[src/lsu_pkg.sv]
// Load/store subsystem shared definitions
// Data and strobe widths of the memory bus and the 2-bit access-size codes
`default_nettype none

package lsu_pkg;

    // Top bit index of a data word
    localparam int XL = 63;

    // Top bit of the memory data bus
    localparam int MEM_DATA_R = 63;

    // Top bit of the byte strobe, one bit per byte lane
    localparam int MEM_STRB_R = 7;

    // Width of an access-size code
    localparam int SIZE_W = 2;

    // Access-size codes as carried on op_size
    localparam logic [SIZE_W-1:0] SIZE_BYTE   = 2'd0;  // 8 bits
    localparam logic [SIZE_W-1:0] SIZE_HALF   = 2'd1;  // 16 bits
    localparam logic [SIZE_W-1:0] SIZE_WORD   = 2'd2;  // 32 bits
    localparam logic [SIZE_W-1:0] SIZE_DOUBLE = 2'd3;  // 64 bits

endpackage

`default_nettype wire

[src/mem_op_buffer.sv]
// Memory operation buffer
// Takes one load or store over a valid/ready handshake, holds it while the
// access stage runs, then holds the result until the consumer takes it
`timescale 1ns/1ps
`default_nettype none

module mem_op_buffer #(
    parameter int MEM_ADDR_R = 11
) (
    input  logic                        g_clk,
    input  logic                        g_resetn,

    input  logic                        op_valid,
    output logic                        op_ready,
    input  logic [MEM_ADDR_R:0]         op_addr,
    input  logic [lsu_pkg::XL:0]        op_wdata,
    input  logic                        op_load,
    input  logic                        op_store,
    input  logic [lsu_pkg::SIZE_W-1:0]  op_size,
    input  logic                        op_sext,

    output logic                        res_valid,
    input  logic                        res_ready,
    output logic [lsu_pkg::XL:0]        res_rdata,
    output logic                        res_trap,

    output logic                        lsu_valid,
    output logic [MEM_ADDR_R:0]         lsu_addr,
    output logic [lsu_pkg::XL:0]        lsu_wdata,
    output logic                        lsu_load,
    output logic                        lsu_store,
    output logic                        lsu_d_double,
    output logic                        lsu_d_word,
    output logic                        lsu_d_half,
    output logic                        lsu_d_byte,
    output logic                        lsu_sext,
    input  logic                        lsu_ready,
    input  logic                        lsu_trap,
    input  logic [lsu_pkg::XL:0]        lsu_rdata
);

    import lsu_pkg::*;

    localparam logic [1:0] ST_IDLE = 2'd0;  // Waiting for an operation
    localparam logic [1:0] ST_BUSY = 2'd1;  // Access stage working
    localparam logic [1:0] ST_DONE = 2'd2;  // Result waiting for consumer

    logic [1:0]         state;
    logic [SIZE_W-1:0]  size_q;
    logic               busy;

    assign op_ready  = (state == ST_IDLE);
    assign res_valid = (state == ST_DONE);
    assign busy      = (state == ST_BUSY);

    always_ff @(posedge g_clk) begin
        if (!g_resetn) begin
            state <= ST_IDLE;
        end else begin
            case (state)
                ST_IDLE: if (op_valid) state <= ST_BUSY;
                ST_BUSY: if (lsu_ready) state <= ST_DONE;
                ST_DONE: if (res_ready) state <= ST_IDLE;
                default: state <= ST_IDLE;
            endcase
        end
    end

    // Operand capture on the operation handshake
    always_ff @(posedge g_clk) begin
        if (op_valid && op_ready) begin
            lsu_addr  <= op_addr;
            lsu_wdata <= op_wdata;
            lsu_load  <= op_load;
            lsu_store <= op_store;
            lsu_sext  <= op_sext;
            size_q    <= op_size;
        end
    end

    // Result capture; only a clean load carries data back
    always_ff @(posedge g_clk) begin
        if (busy && lsu_ready) begin
            res_trap  <= lsu_trap;
            res_rdata <= (lsu_load && !lsu_trap) ? lsu_rdata : '0;
        end
    end

    assign lsu_valid    = busy;
    assign lsu_d_byte   = busy && (size_q == SIZE_BYTE);
    assign lsu_d_half   = busy && (size_q == SIZE_HALF);
    assign lsu_d_word   = busy && (size_q == SIZE_WORD);
    assign lsu_d_double = busy && (size_q == SIZE_DOUBLE);

endmodule

`default_nettype wire

[config.mk]
export PLATFORM = sky130hd
export DESIGN_NAME = mem_op_buffer
export DESIGN_NICKNAME = d
export VERILOG_FILES = /design/src/lsu_pkg.sv /design/src/mem_op_buffer.sv
export SDC_FILE = /design/constraint.sdc
export NUM_CORES = 1
export LEC_CHECK = 0
export BUFFER_PORTS_ARGS = -buffer_cell sky130_fd_sc_hd__buf_2
export CORE_MARGIN = 1.5
export CORE_UTILIZATION = 39
export DETAILED_ROUTE_END_ITERATION = 6
export PLACE_DENSITY = 0.76
export SYNTH_ARGS = -nofsm -noshare
export SYNTH_HDL_FRONTEND = slang
export SYNTH_SLANG_ARGS = --single-unit
export TNS_END_PERCENT = 5
[constraint.sdc]
create_clock -name g_clk -period 2.7 [get_ports g_clk]
set_input_delay 0.54 -clock g_clk [delete_from_list [all_inputs] [get_ports g_clk]]
set_output_delay 0.54 -clock g_clk [all_outputs]
set_load 0.02 [all_outputs]
==> impl_results.md <==
- Run status: finished, final reports clean
- Max_cap viols: 0
- Clock slew at reported path FFs: 0.06 ns
- Share of layout cells above drive strength 1: 60.2%
- Placed insts: 705
- Largest cells by area after synthesis: edfxtp_1, and2_1, buf_6
- Vias: 3185
- Gpl congestion: 0.706
- Average size of a mapped cell: 21.4 µm²
- R2r setup slk: roughly 1.1 ns
- Routed Antenna Nets: 0
- Initial DRC Count: 196
- Die height: between 100 and 150 µm
- Netlist cell types: 15
- Core Area: 12600 µm²
- Synthesized net count: 386
- Critical path type: register to primary output
- Vias/cell: about 4.3
- Final setup vio count: 0
- Row cnt: 41
- TritonCTS buffer count: 17
- Crit path DAT: 1.38 ns
- P per Cell Area: around 790 nW/µm²
- Yosys warning total: 0
- Minimum clock period: 1.92 ns
- IO Port Bufs: between 300 and 400
- Vias in the first global route: 3129
- CP Capture Type: primary output
- Post-synthesis sequential area ratio: a little under 90%
- Die X: 117 µm
- Crit path max fanout: 7
- Dpl hpwl: 8710 µm
- Yosys reg bits: 148
- Required time of the critical path: 2.16 ns
- Leak: approximately 3.2 nW
- CTS root buffer: clkbuf_16
- Peak Freq: 521 MHz
- Tcrit/Tclk final: 71.1%
- Synth Cell Area: between 5000 and 6000 µm²
- H-tree depth: 4
- # DRC: 0
- Initial antenna violation count: 1
- Final Slew Violations: 0
- Slew HR: 69.3%
- Worst Setup SP: state[0]
- I/O Pins: 302
- DIE AREA: approximately 14000 µm²
- Tot GR Track Use: 16.4%
- Reg2Reg Launch Point: state[0]
- Class of the worst hold path: primary input to register
- Worst VDD drop: 0.000521 V
- Drt total wl: 11400 µm
- Max clock buf depth: 2
- TritonRoute pass-1 iters: 4
- CP Launch Type: register
- Pwr Total: 5.86 mW
- Routed wire per std cell: roughly 15 µm
- Setup TNS: 0 ns
- Min-delay src: op_wdata[19]
- Unrepaired setup endpoints after global routing: no
- Post-synthesis cell count: 235
- Area delta synth->final: 47.5%
- Starting density of the core: 39.8%
- GRT overflow: 0
- Post-CTS Setup Repair Bufs: 0
- Final #Nets: approximately 700
- Endpoints failing hold: 0
- Post-Layout Cell Count: between 700 and 800
- Cell taking the most area after synthesis: edfxtp_1
- First-pass GRT wire length: roughly 16000 µm
- Tightest Pin Transition: 0.461 ns
- Hold_buf cts: 0
- Hold WS: 0.304 ns
- CTS resizes: 0
- Largest net degree at the start of global routing: 65
- Worst-Skew Late Latency: between 0.4 and 0.5 ns
- Clock tree sinks: 148
- CTS tree: built
- Worst-case clock skew: 0.00436 ns
- Share of Yosys cell area claimed by the top area cell type: 87.3%
==> power breakdown <==
| group | internal, mW | switching (mW) |
|---|---|---|
| clock | 1.74 | 0.912 |
| sequential | 2.68 | 0.0340 |
| combinational | 0.190 | 0.307 |
| total | 4.61 | 1.25 |
==> kinds of logic after synthesis <==
group | share of synthesized area, %
compound gates | 0.249
flops | 88.0
simple gates | 10.1
buf+inv | 1.57
==> routing by layer <==
metal	global-route usage [%]	vias up	part of all wire [%]
met1	17.7	1480	36
met4	7.24	0	1.2
met5	0	-	0
li1	-	1504	-
met3	7.21	14	10
met2	27.9	187	53
==> metrics by stage <==
step	area [µm²]	worst slack [ns]	utilization [%]
floorplan	5030	0.124	-
global placement	6730	0.996	53.3
detailed placement	6730	0.944	53.3
CTS	7400	0.756	58.7
global route	7410	0.706	58.7
finish	7410	0.779	58.7
==> placed cells by master, fill, tap and decap left out <==
| master | count |
|---|---|
| and2b_1 | 1 |
| clkbuf_16 | 17 |
| inv_8 | 1 |
| diode_2 | 2 |
| buf_12 | 2 |
| buf_4 | 2 |
| edfxtp_1 | 146 |
| a21oi_1 | 1 |
| clkinv_1 | 1 |
| bufinv_16 | 6 |
| and3b_1 | 2 |
| o21a_1 | 1 |
| nor2b_1 | 1 |
| clkinvlp_4 | 3 |
| and3_1 | 1 |
| nor2b_4 | 1 |
| nor3b_2 | 1 |
| and2_1 | 64 |
| nor3b_1 | 1 |
| clkinv_4 | 2 |
| nand2b_1 | 3 |
| buf_2 | 301 |
| nor2_1 | 1 |
| dfxtp_1 | 2 |
| inv_6 | 2 |
| and2_4 | 1 |
| and3b_2 | 1 |
==> worst paths after layout <==
path	end	cells past startpoint
setup / recovery	lsu_d_byte	3
hold / removal	lsu_wdata[19]	1
setup reg to reg	res_rdata[27]	2
hold reg to reg	state[0]	2
==> cell usage after synthesis (all sizes together) <==
master	count
edfxtp	146
and2	65
buf	7
and3b	3
nand2b	3
dfxtp	2
nor2b	2
nor3b	2
a21oi	1
and2b	1
and3	1
nor2	1
o21a	1
==> worst max-delay path: stages, from the launching register on <==
cell	delay [ns]
dfxtp_1	0.41
and2b_1	0.22
nor3b_2	0.17
buf_2	0.18
==> cell type report <==
type,count,area (µm²)
Sequential cell,148,4420
Clock buffer,17,425
Multi-Input combinational cell,80,526
Fill cell,1018,5210
Timing Repair Buffer,305,1560
Antenna cell,2,5.00
Tap cell,172,215
Clock inverter,15,253
==> registers in the layout, summed over array words and instances, names as in the netlist <==
name / flops
lsu_wdata: 64
size_q: 2
res_rdata: 64
lsu_store: 1
state: 2
lsu_load: 1
res_trap: 1
lsu_sext: 1
lsu_addr: 12
(Power assumes the default switching activity.)
