[src/lsu_pkg.sv]
// Load/store subsystem shared definitions
// Data and strobe widths of the memory bus and the 2-bit access-size codes
`default_nettype none

package lsu_pkg;

    // Top bit index of a data word
    localparam int XL = 63;

    // Top bit of the memory data bus
    localparam int MEM_DATA_R = 63;

    // Top bit of the byte strobe, one bit per byte lane
    localparam int MEM_STRB_R = 7;

    // Width of an access-size code
    localparam int SIZE_W = 2;

    // Access-size codes as carried on op_size
    localparam logic [SIZE_W-1:0] SIZE_BYTE   = 2'd0;  // 8 bits
    localparam logic [SIZE_W-1:0] SIZE_HALF   = 2'd1;  // 16 bits
    localparam logic [SIZE_W-1:0] SIZE_WORD   = 2'd2;  // 32 bits
    localparam logic [SIZE_W-1:0] SIZE_DOUBLE = 2'd3;  // 64 bits

endpackage

`default_nettype wire

[src/core_pipe_exec_lsu.sv]
// Data memory access stage
// Checks alignment, places write data and strobes on the byte lanes, issues
// the req/gnt request and extracts and extends load data from the read word
`timescale 1ns/1ps
`default_nettype none

module core_pipe_exec_lsu #(
    parameter int MEM_ADDR_R = 11
) (
    input  logic                        g_clk,
    input  logic                        g_resetn,

    input  logic                        valid,
    input  logic [MEM_ADDR_R:0]         addr,
    input  logic [lsu_pkg::XL:0]        wdata,
    input  logic                        load,
    input  logic                        store,
    input  logic                        d_double,
    input  logic                        d_word,
    input  logic                        d_half,
    input  logic                        d_byte,
    input  logic                        sext,

    output logic                        ready,
    output logic                        trap_addr,
    output logic [lsu_pkg::XL:0]        rdata,

    output logic                        dmem_req,
    output logic [MEM_ADDR_R:0]         dmem_addr,
    output logic                        dmem_wen,
    output logic [lsu_pkg::MEM_STRB_R:0] dmem_strb,
    output logic [lsu_pkg::MEM_DATA_R:0] dmem_wdata,
    input  logic                        dmem_gnt,
    input  logic [lsu_pkg::MEM_DATA_R:0] dmem_rdata
);

    import lsu_pkg::*;

    logic                   addr_err;
    logic                   req_sent;
    logic [5:0]             lane_shift;
    logic [MEM_STRB_R:0]    size_mask;
    logic [MEM_DATA_R:0]    rdata_shifted;

    // Alignment check per access size; flags are all zero when idle
    assign addr_err = (d_double && |addr[2:0]) ||
                      (d_word   && |addr[1:0]) ||
                      (d_half   &&  addr[0]);

    assign req_sent   = dmem_req && dmem_gnt;
    assign lane_shift = {addr[2:0], 3'b000};  // Byte offset in bits

    // One pulse after the grant or after an alignment error
    always_ff @(posedge g_clk) begin
        if (!g_resetn) begin
            ready <= 1'b0;
        end else begin
            ready <= (req_sent || addr_err) && !ready;
        end
    end

    assign trap_addr = addr_err && ready;

    // Request held until granted, never for a misaligned access
    assign dmem_req   = valid && !addr_err && !ready;
    assign dmem_addr  = {addr[MEM_ADDR_R:3], 3'b000};  // Word aligned
    assign dmem_wen   = store;
    assign dmem_wdata = wdata << lane_shift;

    // Lanes covered by the size, moved to the byte offset
    always_comb begin
        if (d_double) begin
            size_mask = 8'hFF;
        end else if (d_word) begin
            size_mask = 8'h0F;
        end else if (d_half) begin
            size_mask = 8'h03;
        end else if (d_byte) begin
            size_mask = 8'h01;
        end else begin
            size_mask = 8'h00;  // Idle, no lanes
        end
    end

    assign dmem_strb = size_mask << addr[2:0];

    // Load path: addressed bytes down to bit 0, then extend
    assign rdata_shifted = dmem_rdata >> lane_shift;

    always_comb begin
        if (d_byte) begin
            rdata = {{(XL - 7){sext && rdata_shifted[7]}}, rdata_shifted[7:0]};
        end else if (d_half) begin
            rdata = {{(XL - 15){sext && rdata_shifted[15]}}, rdata_shifted[15:0]};
        end else if (d_word) begin
            rdata = {{(XL - 31){sext && rdata_shifted[31]}}, rdata_shifted[31:0]};
        end else begin
            rdata = rdata_shifted;  // Double, offset is zero
        end
    end

endmodule

`default_nettype wire

[config.mk]
export PLATFORM = sky130hd
export DESIGN_NAME = core_pipe_exec_lsu
export DESIGN_NICKNAME = d
export VERILOG_FILES = /design/src/lsu_pkg.sv /design/src/core_pipe_exec_lsu.sv
export SDC_FILE = /design/constraint.sdc
export NUM_CORES = 1
export LEC_CHECK = 0
export BUFFER_PORTS_ARGS = -buffer_cell sky130_fd_sc_hd__buf_2
export CAP_MARGIN = 10
export CORE_AREA = 2 2 118 120
export CTS_BUF_LIST = sky130_fd_sc_hd__clkbuf_4
export DETAILED_ROUTE_END_ITERATION = 8
export DIE_AREA = 0 0 120 122
export PLACE_DENSITY = 0.68
export SLEW_MARGIN = 20
export SYNTH_ARGS = -nofsm -noshare
export SYNTH_HDL_FRONTEND = slang
export SYNTH_SLANG_ARGS = --single-unit
[constraint.sdc]
create_clock -name g_clk -period 1.9 [get_ports g_clk]
set_input_delay 0 -clock g_clk [delete_from_list [all_inputs] [get_ports g_clk]]
set_output_delay 0 -clock g_clk [all_outputs]
set_load 0.02 [all_outputs]
==> results.cfg <==
[global_routing]
met1_usage_pct = 34.4
gr-total-overflow = 0
grt.met2_usage_pct = 38.1
grtUsageTotal_pct = 23.9
grt_start_max_net_pins = 70
grt-busiest-layer = met2
grt_use_met3_pct = 3.60
grt_pass1_vias = 5193
grt_first_pass_wirelength_mm = 28.6
antenna_found_initial = 2

[floorplanning]
core_mm2 = 0.0135
die_h_um = 122
die_area_mm2 = 0.0146
start_util_pct = 34.4
io_pins = 303
std_cell_rows = 43
die_w_um = 120

[drt]
wirelength_mm = 19.2
first_pass_iters = 5
drc = 0
first_iter_violations = 533
route.antenna.remaining_nets = 0
wl_per_cell_um = 19.0
via_per_inst = 5.83
vias = 5891

[timing]
min_period_ps = 1750
rsz0062_at_grt = no
whs_ps = 0.00881
skew_ps = 0
tns_ps = 0
fin_crit_sh_pct = 92.3
hold_viol = 0
setup_viol_count_final = 0
slew_violations = 0
fmax_ghz = 0.570

[pwr]
swShare_pct = 59.4
ir_drop_uv = 178
power_density_mw_per_mm2 = 332
pwr-share-clk_pct = 0
switchingPower_w = 0.00122
p_seq_share_pct = 1.2
pwr-share-comb_pct = 98.8
p_int_w = 0.000829
p_leak_nw = 3.04

[placed_design]
gp_congestion = 0.933
io_buffers = 278
place_hpwl_mm = 15.0

[final_layout]
nets = 982
regArea_um2 = 20.0
n_fill_cell = 1414
area_growth_pct = 32.4
largest_register_ffs = 1
multiInputGateArea_mm2 = 0.00412
regMostFlops = ready
layout-drive-gt1-share_pct = 46.2
top_regs = ready x1

[logic_synthesis]
ys.flop_type = dfxtp_1
synth_edf_count = 0
synth_area_per_cell_um2 = 7.67
synthCells = 606
yosysSeqAreaShare_pct = 0.431
netlist_area_mm2 = 0.00465
ys_ff_latch = 1
yosysWarnings = 0
async_flop_share_pct = 0
synth.distinct_cells = 46

[clock_tree]
clock_latency_ps = 0
post_cts_buffers = 0
cts_hold_buf = 0
ctsResizeCount = 0

[setup_path]
crit_type = primary input to primary output
cpMaxStageDelayCell = or4_1
crit_chain = buf_2, buf_4, or4_1, nor2_1, a21oi_1, o211ai_2, buf_2
cp_slowest_stage_delay_ps = 750
crit_fanout = 12
start_kind = primary input
worstSetupEndpointType = primary output
required_ps = 1900
arrival_ps = 1750
cpMostUsedCell = buf_2

[run_status]
status = complete, no violations

[job]
maxCapViolCount = 0

[worst_hold_path]
holdCritPathClass = primary input to primary output
## worst paths after layout
kind,startpoint,endpoint,slack (ps),depth (start not counted)
max,addr[2],rdata[51],150,7
min,addr[6],dmem_addr[6],0.009,0
max reg2reg,ready,ready,1260,2
min reg2reg,ready,ready,560,2
## cell usage in the layout, fill, tap and decap left out, drive strengths merged, types with 2 or more instances in the layout
| master | count |
|---|---|
| buf | 313 |
| mux2i | 77 |
| nand2 | 70 |
| nor2 | 63 |
| a21oi | 56 |
| mux4 | 41 |
| o21ai | 35 |
| a22oi | 34 |
| o211ai | 32 |
| o311ai | 16 |
| mux2 | 15 |
| o22a | 10 |
| and2 | 10 |
| o2bb2ai | 9 |
| nor2b | 6 |
| a32oi | 5 |
| nor3 | 5 |
| o22ai | 3 |
| conb | 3 |
| inv | 3 |
| nand3 | 2 |
| nor3b | 2 |
| a21o | 2 |
| or3 | 2 |
| nand2b | 2 |
## metrics by stage
step           util, %  total power, W  instance area (um2)  setup slack, ps  cells
4_1_cts           45.6         0.00204                 6150              178   1009
3_3_place_gp      45.6         0.00202                 6150              199   1009
2_1_floorplan        -         0.00137                 4660              206    608
5_1_grt           45.6         0.00219                 6150             45.3   1009
3_5_place_dp      45.6         0.00203                 6150              185   1009
6_report          45.6         0.00204                 6150              147   1010
## cell type report
type	instances	share of cell area [%]
antenna	1	0.0407
inverter	3	0.183
multi-input combinational	512	66.9
sequential	1	0.325
tap	180	3.66
timing repair buffer	313	28.8
## cell usage after synthesis, drive strengths merged, types with 6 or more instances
master   number  area [um2]
mux2i        77         771
nand2        70         263
nor2         63         236
buf          59         395
a21oi        56         280
mux4         41         923
o21ai        35         175
a22oi        34         255
clkbuf       33         124
o211ai       32         340
o311ai       16         140
mux2         15         169
and2         10        62.6
o22a         10        87.6
o2bb2ai       9        78.8
nor2b         6        37.5
## layer usage
| metal | up-vias | part of all wire (%) |
|---|---|---|
| met2 | 301 | 46 |
| met4 | 2 | 2.0 |
| li1 | 2769 | - |
| met3 | 33 | 8.1 |
| met1 | 2786 | 43 |
| met5 | - | 0.047 |
## power by group through the flow
stage,Clock [W],Sequential (W),Combinational (W)
finish,0.0000000000704,0.0000253,0.00202
CTS,0,0.0000253,0.00201
floorplan,0,0.0000274,0.00134
detailed placement,0,0.0000253,0.00201
global route,0,0.0000254,0.00217
global placement,0,0.0000250,0.00200
## critical path: cells and delay by family
kind,cells,cell delay (ps)
buffers and inverters,3,550
AO/OA/AOI/OAI,2,240
AND/OR/NAND/NOR,2,950
## kinds of logic (layout without fill, tap and decap cells)
family	Yosys count	count (layout)	share of synthesized area, %
AOI/OAI and AO/OA	209	209	32.3
buffers and inverters	95	316	11.4
DFF	1	1	0.431
other	1	4	0.0807
muxes	133	133	40.1
and+or+nand+nor	167	167	15.7
Note: power is estimated with default switching activity, not from simulation.
